File: src/logic/fetchPkg.sv
package fetchPkg;

    // ROM and cache line geometry
    localparam int romWords = 128;
    localparam int clWords = 4;
    localparam int lineBytes = clWords * 4;
    localparam int romIdxWidth = $clog2(romWords);
    localparam int clOffWidth = $clog2(clWords);

    // Request ids, four tags in flight at most
    localparam int memIdWidth = 2;
    localparam int numMemIds = 1 << memIdWidth;

    // Queue depth, one credit per buffered line
    localparam int queueLines = 4;
    localparam int creditWidth = $clog2(queueLines + 1);

    typedef logic [31:0] tWord;
    typedef logic [memIdWidth-1:0] tMemId;

    // Word 0 sits in the low 32 bits
    typedef tWord [clWords-1:0] tCacheLine;

    // Line request, addr is line aligned
    typedef struct packed {
        logic  valid;
        tMemId id;
        tWord  addr;
    } tMemReqPkt;

    // Line response, same id as its request
    typedef struct packed {
        logic      valid;
        tMemId     id;
        tCacheLine data;
    } tMemRspPkt;

    // One instruction toward decode
    typedef struct packed {
        logic valid;
        tWord pc;
        tWord instr;
    } tFetchInstr;

    // RISC-V major opcodes
    typedef enum logic [6:0] {
        opImm  = 7'b0010011,
        op     = 7'b0110011,
        branch = 7'b1100011,
        load   = 7'b0000011,
        system = 7'b1110011
    } tRvOpcode;

    // Fill buffer is idle until the first redirect
    typedef enum logic {
        fbIdle,
        fbStream
    } tFbState;

    // I-type ADDI, funct3 000
    function automatic tWord rvAddi(input logic [4:0] rd, input logic [4:0] rs1,
                                    input logic [11:0] imm);
        return {imm, rs1, 3'b000, rd, opImm};
    endfunction

    // EBREAK, imm 1 under SYSTEM
    function automatic tWord rvEbreak();
        return {12'h001, 5'd0, 3'b000, 5'd0, system};
    endfunction

endpackage

File: src/logic/fetchFillBuffer.sv
`timescale 1ns/1ps

module fetchFillBuffer (
    input  logic                clk,
    input  logic                arstN,
    input  logic                redirect,
    input  fetchPkg::tWord      redirectPc,
    input  logic                lineFreed,
    output fetchPkg::tMemReqPkt memReq,
    input  fetchPkg::tMemRspPkt memRsp,
    output fetchPkg::tMemRspPkt lineOut,
    output fetchPkg::tWord      lineAddr
);
    import fetchPkg::*;

    tFbState fbState;
    tWord nextAddr;
    tMemId nextId;
    logic [creditWidth-1:0] credits;

    // Per-id bookkeeping
    tWord idAddr [numMemIds];
    logic [numMemIds-1:0] idStale;
    logic [numMemIds-1:0] inFlight;

    logic rspStale;
    logic issue;
    logic [numMemIds-1:0] stillFlying;
    logic [creditWidth-1:0] freeCredits;
    tWord issueAddr;

    always_comb begin
        // Anything returning in a redirect cycle is from the old stream
        rspStale = memRsp.valid && (idStale[memRsp.id] || redirect);
        stillFlying = inFlight;
        if (memRsp.valid) begin
            stillFlying[memRsp.id] = 1'b0;
        end
        if (redirect) begin
            // Queue is flushed, old lines still out hold their credit until they return
            freeCredits = creditWidth'(queueLines) - creditWidth'($countones(stillFlying));
            issueAddr = redirectPc & ~tWord'(lineBytes - 1);
        end else begin
            freeCredits = credits;
            issueAddr = nextAddr;
        end
        issue = (redirect || fbState == fbStream) && freeCredits != '0;
    end

    always_ff @(posedge clk or negedge arstN) begin
        if (!arstN) begin
            fbState <= fbIdle;
            nextAddr <= '0;
            nextId <= '0;
            credits <= '0;
            idStale <= '0;
            inFlight <= '0;
            memReq <= '0;
        end else begin
            memReq.valid <= issue;
            inFlight <= stillFlying;
            if (redirect) begin
                fbState <= fbStream;
                nextAddr <= issueAddr;
                idStale <= '1;
                credits <= freeCredits - creditWidth'(issue);
            end else begin
                credits <= credits - creditWidth'(issue) + creditWidth'(lineFreed)
                         + creditWidth'(rspStale);
            end
            // New request overrides the stale mark of a reused id
            if (issue) begin
                memReq.id <= nextId;
                memReq.addr <= issueAddr;
                nextId <= nextId + 1'b1;
                nextAddr <= issueAddr + tWord'(lineBytes);
                inFlight[nextId] <= 1'b1;
                idStale[nextId] <= 1'b0;
            end
        end
    end

    // Line address per id, read back on response
    always_ff @(posedge clk) begin
        if (issue) begin
            idAddr[nextId] <= issueAddr;
        end
    end

    // Same-cycle forward to the queue
    always_comb begin
        lineOut = memRsp;
        lineOut.valid = memRsp.valid && !rspStale;
    end

    assign lineAddr = idAddr[memRsp.id];

endmodule

File: config.mk
export PLATFORM = sky130hd
export DESIGN_NAME = fetchFillBuffer
export DESIGN_NICKNAME = d
export VERILOG_FILES = /design/src/logic/fetchPkg.sv /design/src/logic/fetchFillBuffer.sv
export SDC_FILE = /design/constraint.sdc
export NUM_CORES = 1
export LEC_CHECK = 0
export BUFFER_PORTS_ARGS = -buffer_cell sky130_fd_sc_hd__buf_4
export CORE_AREA = 2 2 143 145
export CTS_CLUSTER_DIAMETER = 120
export DETAILED_ROUTE_END_ITERATION = 16
export DIE_AREA = 0 0 145 147
export GPL_ROUTABILITY_DRIVEN = 0
export GPL_TIMING_DRIVEN = 0
export PLACE_DENSITY = 0.83
export SETUP_SLACK_MARGIN = 0.02
export SYNTH_ARGS = -nofsm -noshare
export SYNTH_HDL_FRONTEND = slang
export SYNTH_SLANG_ARGS = --single-unit
File: constraint.sdc
create_clock -name clk -period 6.8 [get_ports clk]
set_input_delay 0.68 -clock clk [delete_from_list [all_inputs] [get_ports clk]]
set_output_delay 0.68 -clock clk [all_outputs]
set_load 0.1 [all_outputs]
# Word level (Yosys, flattened, before mapping)
# Memory sizes are Yosys's and may differ from the RTL's.
# Index checks and enable logic that the tools add are counted.
# word_totals
reg_bits	81
wordCells	56
inputBits	167
ramBits	128
n_memories	1
# classes
order_cmp	4
reduce_logical	10
n_mux	17
bitwise	5
n_addsub	10
# memory_table
memory	words	width	rd	rd_clocked_by_memory_dff	write_ports	line_no	source
idAddr	4	32	1	0	1	fetchFillBuffer.sv:22	tWord idAddr [numMemIds];
# ops
cell	count
$mux W32	3
$add A32 B5 Y32 const B	1
$mux W4	4
$and A4 B4 Y4	2
$not A4 Y4	2
$add A3 B1 Y3	2
$lt A2 B3 Y1 const B	2
$mux W3	2
$sub A3 B1 Y3	2
$logic_and A1 B1 Y1	5
$mux W1	5
$add A1 B1 Y2	2
$demux W1 S2	2
$ge A2 B1 Y1 const B	2
$or A4 B4 Y4	1
$add A2 B2 Y3	1
$reduce_bool A3 Y1	1
$sub A3 B3 Y3 const A	1
$add A2 B1 Y2 const B	1
$bmux W1 S2	1
$logic_or A1 B1 Y1	2
$reduce_bool A2 Y1	1
$logic_not A1 Y1	1

# Depth between registers and ports, before layout
# logic_depth
word_depth	17
mapped_depth	21
ltp_nobuf	16

# Least setup slack after synthesis
# No wires, ideal clock.
# synth_path
path_kind	input to register
start	input port memRsp[128] (netlist bit)
end	register credits[2]
arrival_ns	5.263
path_buffers	5
slack_ns	1.459
setup_time_ns	0.077
path_stages	21
path_cell_list	clkbuf_1 > buf_2 > nand2_1 > o21ai_0 > fa_1 > ha_1 > ha_1 > nor4b_2 > or2_1 > buf_4 > inv_2 > buf_4 > buf_4 > ha_1 > inv_1 > fa_1 > fa_1 > xnor2_1 > xnor2_1 > nor2_1 > a21oi_1
# synth_between
elab_chain_cells	17
elab_cells_between_ends	24
classes_between	add/sub: 8; order compare: 2; mux: 7; bitwise: 2; reduce/logical: 5
# synth_lines
element	line_no	source
from (decl)	fetchFillBuffer.sv:10	input fetchPkg::tMemRspPkt memRsp,
$lt A2 B3 Y1 (not written as such) or $ge A2 B1 Y1 (tied branches)	fetchFillBuffer.sv:37	stillFlying[memRsp.id] = 1'b0;
$logic_and A1 B1 Y1 (not written as such)	fetchFillBuffer.sv:37	
$mux W1 (not written as such)	fetchFillBuffer.sv:37	
$demux W1 S2 (*)	fetchFillBuffer.sv:37	
$not A4 Y4 (no line) (*)	n/a	
$and A4 B4 Y4 (no line) (*)	n/a	
$mux W4 (*)	fetchFillBuffer.sv:36	if (memRsp.valid) begin
$add A1 B1 Y2 (not written as such)	fetchFillBuffer.sv:41	freeCredits = creditWidth'(queueLines) - creditWidth'($countones(stillFlying));
(+2 left out)	n/a	
$mux W3 (*)	fetchFillBuffer.sv:39	if (redirect) begin
$reduce_bool A3 Y1 (*)	fetchFillBuffer.sv:47	issue = (redirect || fbState == fbStream) && freeCredits != '0;
$logic_and A1 B1 Y1 (*)	fetchFillBuffer.sv:47	
net issue	fetchFillBuffer.sv:27	logic issue;
$sub A3 B1 Y3	fetchFillBuffer.sv:68	credits <= credits - creditWidth'(issue) + creditWidth'(lineFreed)
$add A3 B1 Y3	fetchFillBuffer.sv:68	
$add A3 B1 Y3	fetchFillBuffer.sv:69	+ creditWidth'(rspStale);
$mux W3 (*)	fetchFillBuffer.sv:62	if (redirect) begin
to (signal assigned)	fetchFillBuffer.sv:66	credits <= freeCredits - creditWidth'(issue);
to (signal assigned)	fetchFillBuffer.sv:68	
to (decl)	fetchFillBuffer.sv:19	logic [creditWidth-1:0] credits;
# Mark *: on every way through the listed nets, which the timed path passes. The rest lies on a longest branch. The select of a mux whose other input is x is not followed.
# A chain may end at the register's enable or synchronous reset.

# Worst setup path after layout
# Same ends and word-level chain as after synthesis.

==> flow_summary.toml <==
[power_and_ir_drop]
p_per_area_mw_per_mm2 = 532
power_leakage_nw = 5.56
ir_drop_uv = 334

[finish]
regArea_mm2 = 0.00587
multi_input_area_mm2 = 0.00281
synthToLayoutAreaGrowth_pct = 28.3
drive_above_1_share_pct = 46.3
n_antenna_cell = 0
fin_nets = 1187
utilization_pct = 64.2
fillCellCount = 1470

[logic_synthesis]
synth_top_area_cell = "edfxtp_1"
synth_most_common_cell = "buf_4"
async_reset_ff_share_pct = 38.8
synth-edff-count = 128
synth_common_cells = "buf_4, edfxtp_1, dfrtp_1"
synth.area.top_cells = "edfxtp_1, dfrtp_1, buf_4, mux4_2, nand2_1"
ys_seq_area_share_pct = 59.1
syn_inst = 754
synth_area_per_cell_um2 = 13.2
syn-num-nets = 934
ys.flop_type = "edfxtp_1"
synth_top_area_share_pct = 38.7
synth_area_mm2 = 0.00993
ys_ff_latch = 209
synth.distinct_cells = 57
ys_warn_count = 0

[sta]
clock_skew_ps = 10.3
fin_crit_ps = 5640
max_slew_margin_pct = 25.1
setup_viol_count_final = 0
fmax_ghz = 0.177
final.setup.tns_ps = 0
hold-worst-slack_ps = 367
period_share_pct = 83.0
worst_slew_pin_slew_ps = 1120
finalHoldViolCount = 0
setup_slack_ps = 1160
rsz0062_at_grt = "no"
maxSlewViolCount = 0

[worst_hold_path]
hp-class = "in2async"

[die]
initial_utilization_pct = 50.1
fp-row-count = 52
die_y_um = 147
core_area_mm2 = 0.0198
fp.dieW_um = 145
dieArea_mm2 = 0.0213
ios = 365

[cts]
postCtsSetupBuffers = 0
cts.sinks = 209
clockBufferDepth = 3
clockRootBuffer = "clkbuf_16"
ctsHoldBuffers = 0
cts_tree = "done"
htree_num_levels = 1
cts-resized-gates = 0
clk_pin_slew_ps = 60
cts_buffers = 21
insertion_delay_ps = 490

[job]
maxCapViolCount = 0

[detailed_routing]
drt_pass1_iterations = 7
drt_iter0_drc = 612
drtAntennaViolNets = 0
wl_um = 24700
dr_total_vias = 6803
viasPerCell = 5.27
wl_per_cell_um = 19.1
drc = 0

[setup_path]
start_kind = "primary input"
cp_max_fo = 12
arrival_ps = 6070
path_class = "in2reg"
cp-end-kind = "register"
cp.required_ps = 7230

[placed_design]
io_buffers = 229
dp_slack_ps = 672
hpwl_um = 17100

[grt]
grt_usage_pct = 22.5
overflow = 0
grt_pass1_vias = 6909
antenna_found_initial = 0
grt_first_pass_wirelength_um = 37900
grt_max_degree = 82

[status]
outcome = "finished clean"
[cell families (layout without fill, tap and decap cells)]
| group | count (synthesis) | count (layout) | share of synthesized area (%) |
|---|---|---|---|
| flops | 209 | 209 | 59.1 |
| simple gates | 194 | 194 | 9.60 |
| buf+inv | 187 | 455 | 12.6 |
| compound gates | 69 | 69 | 4.46 |
| mux | 66 | 66 | 11.0 |
| xor+xnor | 16 | 16 | 1.41 |
| fa+ha+maj | 13 | 13 | 1.86 |
[layer usage]
| layer | track usage [%] | routed length [µm] | vias to the layer above |
|---|---|---|---|
| met5 | 0 | 0 | - |
| met4 | 6.63 | 564 | 0 |
| met3 | 4.38 | 1940 | 51 |
| met2 | 38.1 | 12400 | 296 |
| met1 | 30.0 | 9760 | 3395 |
| li1 | - | - | 3061 |
[critical path, stage by stage]
cell and delay (ps):
clkbuf_1 460, buf_2 440, nand2_1 110, o21ai_0 320, fa_1 480, ha_1 210, ha_1 310, nor4b_2 620
or2_1 190, buf_4 140, inv_2 90, buf_4 190, buf_4 200, ha_1 280, inv_1 50, fa_1 410
fa_1 400, xnor2_1 190, xnor2_1 140, nor2_1 60, a21oi_1 110
[registers in the layout (all words and copies together), names as in the netlist]
signal and cells:
nextAddr 32, fbState 1, inFlight 4, idStale 4, nextId 2, credits 3, idAddr 128, memReq 35
[path summary, 6_finish.rpt]
path | startpoint | to | slack [ps] | cells past startpoint
setup reg to reg | inFlight[1]$_DFF_PN0_ | credits[2]$_DFF_PN0_ | 2170 | 18
max in group asynchronous | arstN | memReq[31]$_DFFE_PN0N_ | 5680 | 1
hold reg to reg | memReq[12]$_DFFE_PN0N_ | memReq[12]$_DFFE_PN0N_ | 470 | 2
setup / recovery | memRsp[128] | credits[2]$_DFF_PN0_ | 1160 | 21
min in group clk | memReq[12]$_DFFE_PN0N_ | memReq[12]$_DFFE_PN0N_ | 470 | 2
hold / removal | arstN | memReq[23]$_DFFE_PN0N_ | 370 | 1
[power by group]
group	total, mW	switching, mW	internal (mW)
Combinational	3.38	2.59	0.788
Clock	1.21	0.468	0.737
Sequential	2.19	0.198	1.99
Total	6.78	3.26	3.51
[layout by cell type (no fill, tap or decap), types with 11 or more instances in the layout]
cell,netlist,final
buf_4,136,365
edfxtp_1,128,128
dfrtp_1,81,81
nand2_1,77,77
nor2_1,43,43
mux4_2,33,33
a21oi_1,31,31
inv_1,26,23
mux2i_1,21,21
clkbuf_16,0,21
o21ai_0,15,15
nand3_1,13,13
clkbuf_1,8,12
nor2b_1,12,12
mux2_2,12,12
nand4_1,12,12
buf_2,11,11
[stage by stage]
stage | std cells | instance area [µm²] | power (mW)
5_1_grt | 1292 | 12700 | 7.05
2_1_floorplan | 754 | 9930 | 4.74
3_3_place_gp | 1253 | 12000 | 5.49
6_report | 1292 | 12700 | 6.78
3_5_place_dp | 1254 | 12000 | 5.59
4_1_cts | 1292 | 12700 | 6.81
[cell type report]
type,instances,share of cell area [%]
repair buffers,230,13.7
flip-flops and latches,209,46.1
multi-input cells,358,22.1
plain buffers,159,9.00
inverters,28,0.825
clock inverters,8,0.913
clock buffers,30,4.78
well taps,270,2.65
No activity file was read; power rests on OpenSTA's default activity.
