$ cat src/logic/fetchPkg.sv
package fetchPkg;

    // ROM and cache line geometry
    localparam int romWords = 128;
    localparam int clWords = 4;
    localparam int lineBytes = clWords * 4;
    localparam int romIdxWidth = $clog2(romWords);
    localparam int clOffWidth = $clog2(clWords);

    // Request ids, four tags in flight at most
    localparam int memIdWidth = 2;
    localparam int numMemIds = 1 << memIdWidth;

    // Queue depth, one credit per buffered line
    localparam int queueLines = 4;
    localparam int creditWidth = $clog2(queueLines + 1);

    typedef logic [31:0] tWord;
    typedef logic [memIdWidth-1:0] tMemId;

    // Word 0 sits in the low 32 bits
    typedef tWord [clWords-1:0] tCacheLine;

    // Line request, addr is line aligned
    typedef struct packed {
        logic  valid;
        tMemId id;
        tWord  addr;
    } tMemReqPkt;

    // Line response, same id as its request
    typedef struct packed {
        logic      valid;
        tMemId     id;
        tCacheLine data;
    } tMemRspPkt;

    // One instruction toward decode
    typedef struct packed {
        logic valid;
        tWord pc;
        tWord instr;
    } tFetchInstr;

    // RISC-V major opcodes
    typedef enum logic [6:0] {
        opImm  = 7'b0010011,
        op     = 7'b0110011,
        branch = 7'b1100011,
        load   = 7'b0000011,
        system = 7'b1110011
    } tRvOpcode;

    // Fill buffer is idle until the first redirect
    typedef enum logic {
        fbIdle,
        fbStream
    } tFbState;

    // I-type ADDI, funct3 000
    function automatic tWord rvAddi(input logic [4:0] rd, input logic [4:0] rs1,
                                    input logic [11:0] imm);
        return {imm, rs1, 3'b000, rd, opImm};
    endfunction

    // EBREAK, imm 1 under SYSTEM
    function automatic tWord rvEbreak();
        return {12'h001, 5'd0, 3'b000, 5'd0, system};
    endfunction

endpackage

$ cat src/logic/fetchInstrQueue.sv
`timescale 1ns/1ps

module fetchInstrQueue (
    input  logic                 clk,
    input  logic                 arstN,
    input  logic                 redirect,
    input  fetchPkg::tWord       redirectPc,
    input  logic                 stall,
    input  fetchPkg::tMemRspPkt  lineIn,
    input  fetchPkg::tWord       lineAddr,
    output logic                 lineFreed,
    output fetchPkg::tFetchInstr fetchOut
);
    import fetchPkg::*;

    localparam int ptrWidth = $clog2(queueLines);

    // Circular line buffer
    tCacheLine lineMem [queueLines];
    tWord addrMem [queueLines];

    logic [ptrWidth-1:0] wrPtr;
    logic [ptrWidth-1:0] rdPtr;
    logic [ptrWidth:0] count;
    logic [clOffWidth-1:0] wordPtr;

    logic push;
    logic avail;
    logic advance;
    logic lastWord;

    // Lines landing in the redirect cycle belong to the old stream
    assign push = lineIn.valid && !redirect;
    assign avail = count != '0;
    assign advance = avail && !stall && !redirect;
    assign lastWord = wordPtr == clOffWidth'(clWords - 1);

    // Head line done
    assign lineFreed = advance && lastWord;

    always_ff @(posedge clk) begin
        if (push) begin
            lineMem[wrPtr] <= lineIn.data;
            addrMem[wrPtr] <= lineAddr;
        end
    end

    always_ff @(posedge clk or negedge arstN) begin
        if (!arstN) begin
            wrPtr <= '0;
            rdPtr <= '0;
            count <= '0;
            wordPtr <= '0;
            fetchOut <= '0;
        end else if (redirect) begin
            // Flush, first line starts at the target word
            wrPtr <= '0;
            rdPtr <= '0;
            count <= '0;
            wordPtr <= redirectPc[2 +: clOffWidth];
            fetchOut.valid <= 1'b0;
        end else begin
            if (push) begin
                wrPtr <= wrPtr + 1'b1;
            end
            count <= count + (ptrWidth + 1)'(push) - (ptrWidth + 1)'(lineFreed);
            // Stall holds the output register
            if (!stall) begin
                fetchOut.valid <= avail;
                if (avail) begin
                    fetchOut.pc <= addrMem[rdPtr] + tWord'({wordPtr, 2'b00});
                    fetchOut.instr <= lineMem[rdPtr][wordPtr];
                end
            end
            if (advance) begin
                if (lastWord) begin
                    rdPtr <= rdPtr + 1'b1;
                    wordPtr <= '0;
                end else begin
                    wordPtr <= wordPtr + 1'b1;
                end
            end
        end
    end

endmodule

$ cat config.mk
export PLATFORM = sky130hd
export DESIGN_NAME = fetchInstrQueue
export DESIGN_NICKNAME = d
export VERILOG_FILES = /design/src/logic/fetchPkg.sv /design/src/logic/fetchInstrQueue.sv
export SDC_FILE = /design/constraint.sdc
export NUM_CORES = 1
export LEC_CHECK = 0
export ABC_CLOCK_PERIOD_IN_PS = 4550
export BUFFER_PORTS_ARGS = -buffer_cell sky130_fd_sc_hd__buf_2
export CAP_MARGIN = 10
export CORE_UTILIZATION = 45
export DETAILED_ROUTE_END_ITERATION = 12
export PLACE_DENSITY_LB_ADDON = 0.3
export SLEW_MARGIN = 30
export SYNTH_ARGS = -nofsm -noshare
export SYNTH_HDL_FRONTEND = slang
export SYNTH_SLANG_ARGS = --single-unit
$ cat constraint.sdc
create_clock -name clk -period 4.55 [get_ports clk]
set_clock_uncertainty 0.1 [all_clocks]
set_input_delay 0.91 -clock clk [delete_from_list [all_inputs] [get_ports clk]]
set_output_delay 0.91 -clock clk [all_outputs]
set_load 0.02 [all_outputs]
* Word level (Yosys, flattened, before mapping)
Memory sizes are Yosys's and may differ from the RTL's.
Index checks and enable logic that the tools add are counted.
Widths: inputs -> output; s select.
** Storage, ports and cells
- Bits in latches :: 0
- Output and inout bits :: 66
- Input port bits :: 199
- Memory bits (read-only) :: 0
- Register bits after elaboration :: 74
- Bits in writable memories :: 640
- Memories kept :: 2
** Memories
- lineMem :: words 4, width 128, read ports 1, clocked after memory_dff 0, wr ports 1, RTL line fetchInstrQueue.sv:19 : tCacheLine lineMem [queueLines];
- addrMem :: words 4, width 32, read ports 1, clocked after memory_dff 0, wr ports 1, RTL line fetchInstrQueue.sv:20 : tWord addrMem [queueLines];
** Operators by class
- Multiply operators :: 0
- $add $sub $neg :: 6
- Reduce and logical (&&, ||, !) cells :: 12
- Bitwise operators :: 2
- Multiplexer cells :: 16
- Shift-type cells :: 0
- Divide/modulo/power cells :: 0
- Order comparisons :: 1
- Eq/ne operators :: 2
** Operators by type and width (number)
- $mux 65 :: 1
- $bmux 32 s2 :: 1
- $mux 64 :: 1
- $add 32x4->32 :: 1
- $mux 32 :: 1
- $mux 2 :: 8
- $add 2x1->2 const B :: 3
- $reduce_bool 2->1 :: 3
- $logic_and 1x1->1 :: 4
- $add 3x1->3 :: 1
- $lt 2x3->1 const B :: 1
- $mux 1 :: 3
- $mux 3 :: 1
- $reduce_and 3->1 :: 1
- $reduce_bool 3->1 :: 1
- $sub 3x1->3 :: 1
- $eq 2x2->1 const B :: 1
- $logic_not 1->1 :: 2
- $ne 2x2->1 const B :: 1
- $not 1->1 :: 2
- $reduce_and 2->1 :: 1

* Longest topological paths before layout
Gate-level depths: netlist of the first run.
- Depth after elaboration :: 6
- Depth in mapped cells :: 13

* Worst setup path after synthesis of the first run
Ideal clock, no wire load.
- Path kind :: input port to flip-flop
- Start :: in lineIn[130] in the netlist's numbering
- End :: mem addrMem[0][0] in the netlist's numbering, enable pin
- Setup slack :: -0.907 ns
- Buffers on the path :: 0
- Stages on the path :: 2
- Arrival :: 4.818 ns
- Data required time :: 3.911 ns
- Cells stage by stage :: nor2b_1 > and2_1
** On the way
- Word-level cells in the longest chain between the ends :: 3
** Ends and longest elaborated chain
- start, declared :: RTL line fetchInstrQueue.sv:9 : input fetchPkg::tMemRspPkt lineIn,
- $logic_and 1x1->1 :: RTL line fetchInstrQueue.sv:33 : assign push = lineIn.valid && !redirect;
- $mux 1 :: RTL line fetchInstrQueue.sv:42 : if (push) begin
- $mux 1 (implied by the code) :: RTL line fetchInstrQueue.sv:44 : addrMem[wrPtr] <= lineAddr;
- end, declared :: RTL line fetchInstrQueue.sv:20
Every way passes these cells.

* Final worst setup path of the first run
- Start :: reg rdPtr[0]
- End :: reg fetchOut[63] in the netlist's numbering
** On the way
- Word-level cells in the longest chain between the ends :: 2
** Ends and longest elaborated chain
- start, declared :: RTL line fetchInstrQueue.sv:23 : logic [ptrWidth-1:0] rdPtr;
- start signal, assigned :: RTL line fetchInstrQueue.sv:77 : rdPtr <= rdPtr + 1'b1;
- $mem_v2 4x32
- $add 32x4->32 :: RTL line fetchInstrQueue.sv:71 : fetchOut.pc <= addrMem[rdPtr] + tWord'({wordPtr, 2'b00});
- end, declared :: RTL line fetchInstrQueue.sv:12 : output fetchPkg::tFetchInstr fetchOut
Every way passes these cells.
A chain may end at the register's enable or synchronous reset.

==> results by group, run 1 <==
Routing
  – Avg Vias per Cell: 5.47
  – Wire length per cell: 23.5 µm
  – Wire length on met3: 3490 µm
  – DR WL met2: 27600 µm
  – Routed WL: 56200 µm
  – Drt first pass iters: 7
  – Met1 wire length: 23800 µm
  – Remaining DRCs: 0
  – Final antenna-violating net count: 0
  – Uppermost routed layer: met5
  – DRT iter0 DRCs: 878
  – Total vias in the final route: 13100

Yosys
  – Ys Warns: 0
  – Synth Area in Compound Gates: 0.611%
  – Largest family of logic cells by synthesized area: multiplexers
  – Mapped cell area: 27500 µm²
  – Sequential element share of the synthesized area: between 70% and 80%
  – Count leader, synth: edfxtp_1
  – Synth Area in XOR/XNOR: between 1 and 1.5%
  – Synth cell types: 37
  – Post-Synthesis Cells: 1263
  – Mapped Avg Cell Area: 21.7 µm²
  – Ys flop type: edfxtp_1
  – Post-synth top area share: a little over two thirds
  – Post-Syn Nets: between 1000 and 1500
  – Post-Synth Adder-Cell Area: 0.556%
  – Post-synthesis simple-gate area fraction: 3.43%
  – Yosys reg bits: roughly 710
  – Mux contribution to synthesized area: between 15 and 20%
  – Asr flop ratio synth: between 10 and 15%
  – Area contributors post-synth: edfxtp_1, mux4_2, dfrtp_1
  – Most frequent cells after synthesis: edfxtp_1, mux4_2, nand2_1, dfrtp_1, clkbuf_1
  – Post-synth top area cell: edfxtp_1
  – Post-synth EDFFs: 640

Final layout
  – Filler Cell Count: 4718
  – Layout cell share with drive strength beyond 1: between 30% and 40%
  – Count of nets after finishing: around 1800
  – Design Area, Final: 32100 µm²
  – Area grow syn2layout: 16.7%

Flow run
  – Max-Cap Viols: 0

Setup path
  – Crit path kind: reg -> reg
  – Slowest Stage Delay on Critical Path: between 0.9 and 1 ns
  – CP Buf/Inv Count: 1
  – Critical Path RT: 4.92 ns
  – Element type at the critical path end: flop
  – Crit path cell chain: buf_12, mux4_1, and4_1, nand4_1, nor3_1, xnor2_1, o21ai_1
  – Critical Path Start Type: flop
  – Crit path max-delay family: simple AND/OR/NAND/NOR gates
  – Critical Path AT: 3.73 ns
  – Worst path slowest cell: dfrtp_4
  – CP max FO: 59

GRT
  – Largest net degree at the start of global routing: 82
  – Overflow after GRT: 0
  – Global-route wire length before repair: between 80000 and 90000 µm
  – Initial antenna violation count: 21
  – Gr usage total: 18.7%
  – Vias in the first global route: 14000

STA
  – PnR worst setup slack: 1.20 ns
  – Final min period: 3.35 ns
  – Setup TNS: 0 ns
  – Slew headroom: 43.4%
  – Final period util: 73.7%
  – Final setup viols: 0
  – Worst-Margin Slew: 0.849 ns
  – RSZ-0062 raised after global routing: false
  – Fmax: ~0.3 GHz
  – Slew Viols, Final: 0
  – Final hold vios: 0

Clock network
  – CTS H-tree depth: 3
  – Setup Buffers After CTS: 0
  – Worst skew pair latency: 0.62 ns
  – Clock-pin slew on the worst setup and hold paths: 0.06 ns
  – Post-CTS sizing: 0
  – CTS Buf Count: 75
  – CTS tree: done
  – Hold-fix buffers, CTS: 0
  – CTS Root Cell: clkbuf_16
  – Clk sinks: 714
  – Clock buffer depth: 3

Floorplanning
  – Core area: 60400 µm²
  – Die width: 249 µm
  – Starting Density: a little under half
  – Top-level I/O count: 265
  – Die area: 62000 µm²
  – Row cnt: 90
  – Die Y-Extent: 249 µm

Placement
  – Pre-CTS setup slack: 1.14 ns
  – Gp weighted congestion: about 0.75
  – IO buf count: 232
  – Detail Placement HPWL: approximately 32000 µm
  – DP Area: roughly 30000 µm²

Worst hold path
  – Worst hold path type: in -> async

Pwr
  – Worst IR drop on VDD: 278 µV
  – PD cells: 482 nW/µm²
  – Leakage Power: about 11 nW

Outcome
  – Outcome: completed
[cell type report]
cell class | count | area (µm²) | share of cell area (%)
clock inverters | 42 | 364 | 1.14
clock buffers | 98 | 2080 | 6.48
inverters | 12 | 45.0 | 0.141
repair buffers | 261 | 1520 | 4.75
well taps | 782 | 978 | 3.05
flip-flops and latches | 714 | 21100 | 65.8
diodes | 5 | 12.5 | 0.0390
multi-input cells | 477 | 5970 | 18.6
[state kept, by name, indices dropped and copies added (netlist names)]
name,count
lineMem,512
fetchOut,65
count,3
addrMem,128
wordPtr,2
rdPtr,2
wrPtr,2
[layer usage]
layer / global-route usage, % / vias up
li1: - / 5727
met1: 25.3 / 6886
met2: 30.2 / 350
met3: 4.72 / 99
met4: 5.57 / 24
met5: 0 / -
[path summary, 6_finish.rpt]
kind / start / to / slack (ns) / cells past startpoint
min in group clk: fetchOut[36]$_DFFE_PN0P_ / fetchOut[36]$_DFFE_PN0P_ / 0.37 / 2
worst max register to register: rdPtr[0]$_DFFE_PN0P_ / fetchOut[63]$_DFFE_PN0P_ / 1.20 / 7
worst min register to register: fetchOut[36]$_DFFE_PN0P_ / fetchOut[36]$_DFFE_PN0P_ / 0.37 / 2
max in group asynchronous: arstN / rdPtr[1]$_DFFE_PN0P_ / 3.16 / 2
worst min-delay path: arstN / fetchOut[50]$_DFFE_PN0P_ / 0.28 / 1
worst max-delay path: rdPtr[0]$_DFFE_PN0P_ / fetchOut[63]$_DFFE_PN0P_ / 1.20 / 7
[placed cells by master, fill, tap and decap left out, drive strengths merged, types with 6 or more instances in the layout]
cell type | netlist | final
buf | 36 | 261
nand2 | 146 | 146
nand4 | 6 | 6
clkinv | 0 | 31
ha | 9 | 9
and2 | 6 | 6
mux4 | 192 | 192
xnor2 | 21 | 21
edfxtp | 640 | 640
xor2 | 12 | 12
inv | 12 | 16
o21ai | 31 | 31
clkbuf | 24 | 98
nor3 | 9 | 9
nor2 | 18 | 18
dfrtp | 74 | 74
nand3 | 7 | 7
[where the power goes]
group	internal (mW)	switching [mW]
Clock	3.47	2.48
Sequential	7.61	0.209
Combinational	0.627	1.06
[logic make-up after synthesis]
logic type / Yosys count
AO/OA/AOI/OAI: 33
XOR/XNOR: 33
adder cells (fa/ha/maj): 11
buffers and inverters: 72
flip-flops: 714
multiplexers: 195
AND/OR/NAND/NOR: 205
[stage by stage]
stage	power [mW]	hold WS [ns]	util (%)	cells
after floorplan	8.95	0.411	-	1263
after global placement	9.62	0.352	49.0	2246
after detailed placement	9.67	0.358	49.0	2246
after CTS	15.6	0.258	53.1	2386
after global routing	16.1	0.299	53.1	2390
final	15.5	0.279	53.1	2391
Power figures use the tool's default switching activity.
==> run 2: changes to the inputs <==
--- a/config.mk
+++ b/config.mk
@@ -5,7 +5,8 @@
 export SDC_FILE = /design/constraint.sdc
 export NUM_CORES = 1
 export LEC_CHECK = 0
-export ABC_CLOCK_PERIOD_IN_PS = 4550
+export ABC_AREA = 1
+export ABC_CLOCK_PERIOD_IN_PS = 3400
 export BUFFER_PORTS_ARGS = -buffer_cell sky130_fd_sc_hd__buf_2
 export CAP_MARGIN = 10
 export CORE_UTILIZATION = 45
==> constraint.sdc (replaced) <==
create_clock -name clk -period 3.4 [get_ports clk]
set_clock_uncertainty 0.1 [all_clocks]
set_input_delay 0.68 -clock clk [delete_from_list [all_inputs] [get_ports clk]]
set_output_delay 0.68 -clock clk [all_outputs]
set_load 0.02 [all_outputs]
==> run 2 against run 1 <==
  * Wire length grew 33%
  * Largest power group unchanged
  * Clock power is 33% higher
  * Combinational power grew 74%
  * Count of clock-buffer cells in the layout shrank 3
  * Core utilization down 0.49 points
==> results by group, run 2 <==
Yosys
  – Post-synth EDFFs: 640 (unchanged)
  – Count leader, synth: edfxtp_1
  – Mapped Avg Cell Area: 12.4 µm² (-43%)
  – Sequential element share of the synthesized area: 73.3% (-3.5 points)
  – Asr flop ratio synth: 10.4% (unchanged)
  – Ys flop type: edfxtp_1
  – Post-Syn Nets: 2537 (+72%)
  – Ys Warns: 0 (unchanged)
  – Post-Synthesis Cells: 2327 (+84%)
  – Synth cell types: 33 (-11%)
  – Post-synth top area share: 66.8% (-3.2 points)
  – Most frequent cells after synthesis: edfxtp_1, nor2_1, nand2_1, o21ai_0, nand3_1
  – Mapped cell area: 28800 µm² (+4.7%)
  – Area contributors post-synth: edfxtp_1, dfrtp_1, nor2_1
  – Post-synth top area cell: edfxtp_1
  – Yosys reg bits: 714 (unchanged)

Setup path
  – Worst path slowest cell: buf_4
  – R2r startpoint: rdPtr[1]$_DFFE_PN0P_
  – CP max FO: 61 (+3.4%)
  – Crit path kind: reg -> reg
  – Critical Path Start Type: flop
  – Critical Path AT: 3.37 ns (-0.36 ns)
  – Crit path cell chain: inv_6, buf_4, buf_4, o21ai_0, o22ai_1, nor2_1, nor2_1, o21ai_0, a31oi_1
  – Worst R2R Path Depth: 9 (+2)
  – Reg2Reg Setup Slack: 0.46 ns (-0.74 ns)
  – Critical Path RT: 3.83 ns (-1.09 ns)
  – Reg-to-reg endpoint: fetchOut[17]$_DFFE_PN0P_
  – Slowest Stage Delay on Critical Path: 0.68 ns (-0.23 ns)
  – Element type at the critical path end: flop

Clock network
  – Worst skew pair latency: 0.62 ns (about the same)
  – Post-CTS sizing: 0 (unchanged)
  – Setup Buffers After CTS: 0 (unchanged)
  – Clk sinks: 714 (unchanged)
  – CTS tree: done
  – Hold-fix buffers, CTS: 0 (unchanged)
  – Clock-pin slew on the worst setup and hold paths: 0.06 ns (about the same)
  – CTS Root Cell: clkbuf_16
  – Clock buffer depth: 3 (unchanged)
  – CTS H-tree depth: 3 (unchanged)
  – CTS Buf Count: 75 (unchanged)

Floorplanning
  – Core area: 63100 µm² (+4.5%)
  – Die width: 255 µm (+2.3%)
  – Die Y-Extent: 255 µm (+2.3%)
  – Row cnt: 92 (+2.2%)
  – Starting Density: 45.6% (+0.089 points)
  – Top-level I/O count: 265 (unchanged)
  – Die area: 64900 µm² (+4.7%)

Placement
  – Pre-CTS setup slack: 0.445 ns (-0.692 ns)
  – Detail Placement HPWL: 44500 µm (+38%)
  – Dpl cells: 3293 (+47%)
  – Gp weighted congestion: 0.879 (+18%)
  – IO buf count: 232 (unchanged)

STA
  – Setup TNS: 0 ns (unchanged)
  – Worst-Margin Slew: 1.00 ns (+0.153 ns)
  – Fmax: 0.340 GHz (+14%)
  – Final hold vios: 0 (unchanged)
  – PnR worst setup slack: 0.461 ns (-0.737 ns)
  – RSZ-0062 raised after global routing: false
  – Final period util: 86.4% (+13 points)
  – Final min period: 2.94 ns (-0.413 ns)
  – Final setup viols: 0 (unchanged)
  – Slew Viols, Final: 0 (unchanged)
  – Slew headroom: 32.5% (-11 points)

Pwr
  – Total power: 21.3 mW (+38%)
  – PD cells: 643 nW/µm² (+33%)
  – Worst IR drop on VDD: 527 µV (+89%)
  – Leakage Power: 12.0 nW (+9.9%)

Final layout
  – Most frequent cells in the layout: edfxtp_1, nor2_1, nand2_1
  – Biggest regs: lineMem (512), addrMem (128), fetchOut (65)
  – Area grow syn2layout: 15.4%
  – Count of nets after finishing: 2734 (+56%)
  – Commonest non-fill, non-tap cell in the layout: edfxtp_1
  – Top reg by flops: lineMem
  – Layout Utilization: 52.6% (-0.49 points)
  – Max reg flops: 512 (unchanged)
  – Layout Cells excl Fill: 3442 (+44%)
  – Layout cell share with drive strength beyond 1: 15.9% (-20 points)

Routing
  – Total vias in the final route: 19200 (+46%)
  – Avg Vias per Cell: 5.56 (+1.7%)
  – Drt first pass iters: 5 (-2)
  – Wire length per cell: 21.7 µm (-7.5%)
  – Final antenna-violating net count: 0 (unchanged)
  – DRT iter0 DRCs: 1832 (+110%)
  – Routed WL: 74700 µm (+33%)
  – Remaining DRCs: 0 (unchanged)

GRT
  – Largest net degree at the start of global routing: 205 (+150%)
  – Overflow after GRT: 0 (unchanged)
  – Initial antenna violation count: 38 (+81%)
  – Vias in the first global route: 18600 (+33%)
  – Gr usage total: 23.0% (+4.3 points)
  – Global-route wire length before repair: 111000 µm (+29%)

Worst hold path
  – Worst hold path type: in -> async

Outcome
  – Outcome: completed

Flow run
  – Max-Cap Viols: 0 (unchanged)
-- run 2: changes by cell type after synthesis, sizes merged, moves of 92 or more --
cell and change:
nor2 +392, nand2 +236, o21ai +267, nand3 +125, mux4 -192, o221ai +92
-- run 2: how the worst max path moves through the flow --
stage	start	endpoint	slack (ns)	depth (start not counted)
CTS	rdPtr[1]$_DFFE_PN0P_	fetchOut[17]$_DFFE_PN0P_	0.41	9
global placement	rdPtr[1]$_DFFE_PN0P_	fetchOut[17]$_DFFE_PN0P_	0.45	9
finish	rdPtr[1]$_DFFE_PN0P_	fetchOut[17]$_DFFE_PN0P_	0.46	9
detailed placement	rdPtr[1]$_DFFE_PN0P_	fetchOut[17]$_DFFE_PN0P_	0.44	9
floorplan	redirect	addrMem[0][0]$_DFFE_PP_	-0.46	4
global route	rdPtr[0]$_DFFE_PN0P_	fetchOut[60]$_DFFE_PN0P_	0.22	14
-- run 2: layout make-up --
cell class / instances / area (µm²)
Sequential cell: 714 / 21100
Antenna cell: 12 / 30.0
Multi-Input combinational cell: 1425 / 6880
Clock inverter: 42 / 403
Inverter: 42 / 178
Tap cell: 846 / 1060
Clock buffer: 95 / 1980
Timing Repair Buffer: 266 / 1570
Fill cell: 5419 / 29900
-- run 2: kinds of logic after synthesis --
| logic type | Yosys count | synth area share, % |
|---|---|---|
| AND/OR/NAND/NOR | 932 | 13.2 |
| flip-flops | 714 | 73.3 |
| AO/OA/AOI/OAI | 475 | 9.85 |
| buffers and inverters | 188 | 2.98 |
| adder cells (fa/ha/maj) | 11 | 0.531 |
| XOR/XNOR | 7 | 0.213 |
-- run 2: critical path: cells and delay by family (launching register included) --
| family | cells | cell delay (ns) |
|---|---|---|
| flip-flops | 1 | 0.50 |
| AND/OR/NAND/NOR | 2 | 0.17 |
| AO/OA/AOI/OAI | 4 | 0.88 |
| buffers and inverters | 3 | 1.17 |
-- run 2: per-stage QoR --
step           area, µm²  hold WS (ns)
3_3_place_gp       30800         0.372
2_1_floorplan      28800         0.284
3_5_place_dp       30800         0.366
4_1_cts            33200        0.0538
6_report           33200        0.0127
5_1_grt            33200        0.0571
-- run 2: power breakdown --
group | internal (mW) | switching (mW) | total [mW]
clock | 4.61 | 3.31 | 7.92
sequential | 10.2 | 0.326 | 10.5
combinational | 0.871 | 2.07 | 2.94
-- run 2: per-layer routing --
metal,up-vias,share of wire (%),global-route usage [%]
li1,8860,-,-
met1,9462,40,29.0
met2,608,49,37.8
met3,179,7.1,6.13
met4,42,3.6,9.12
met5,-,0.34,0
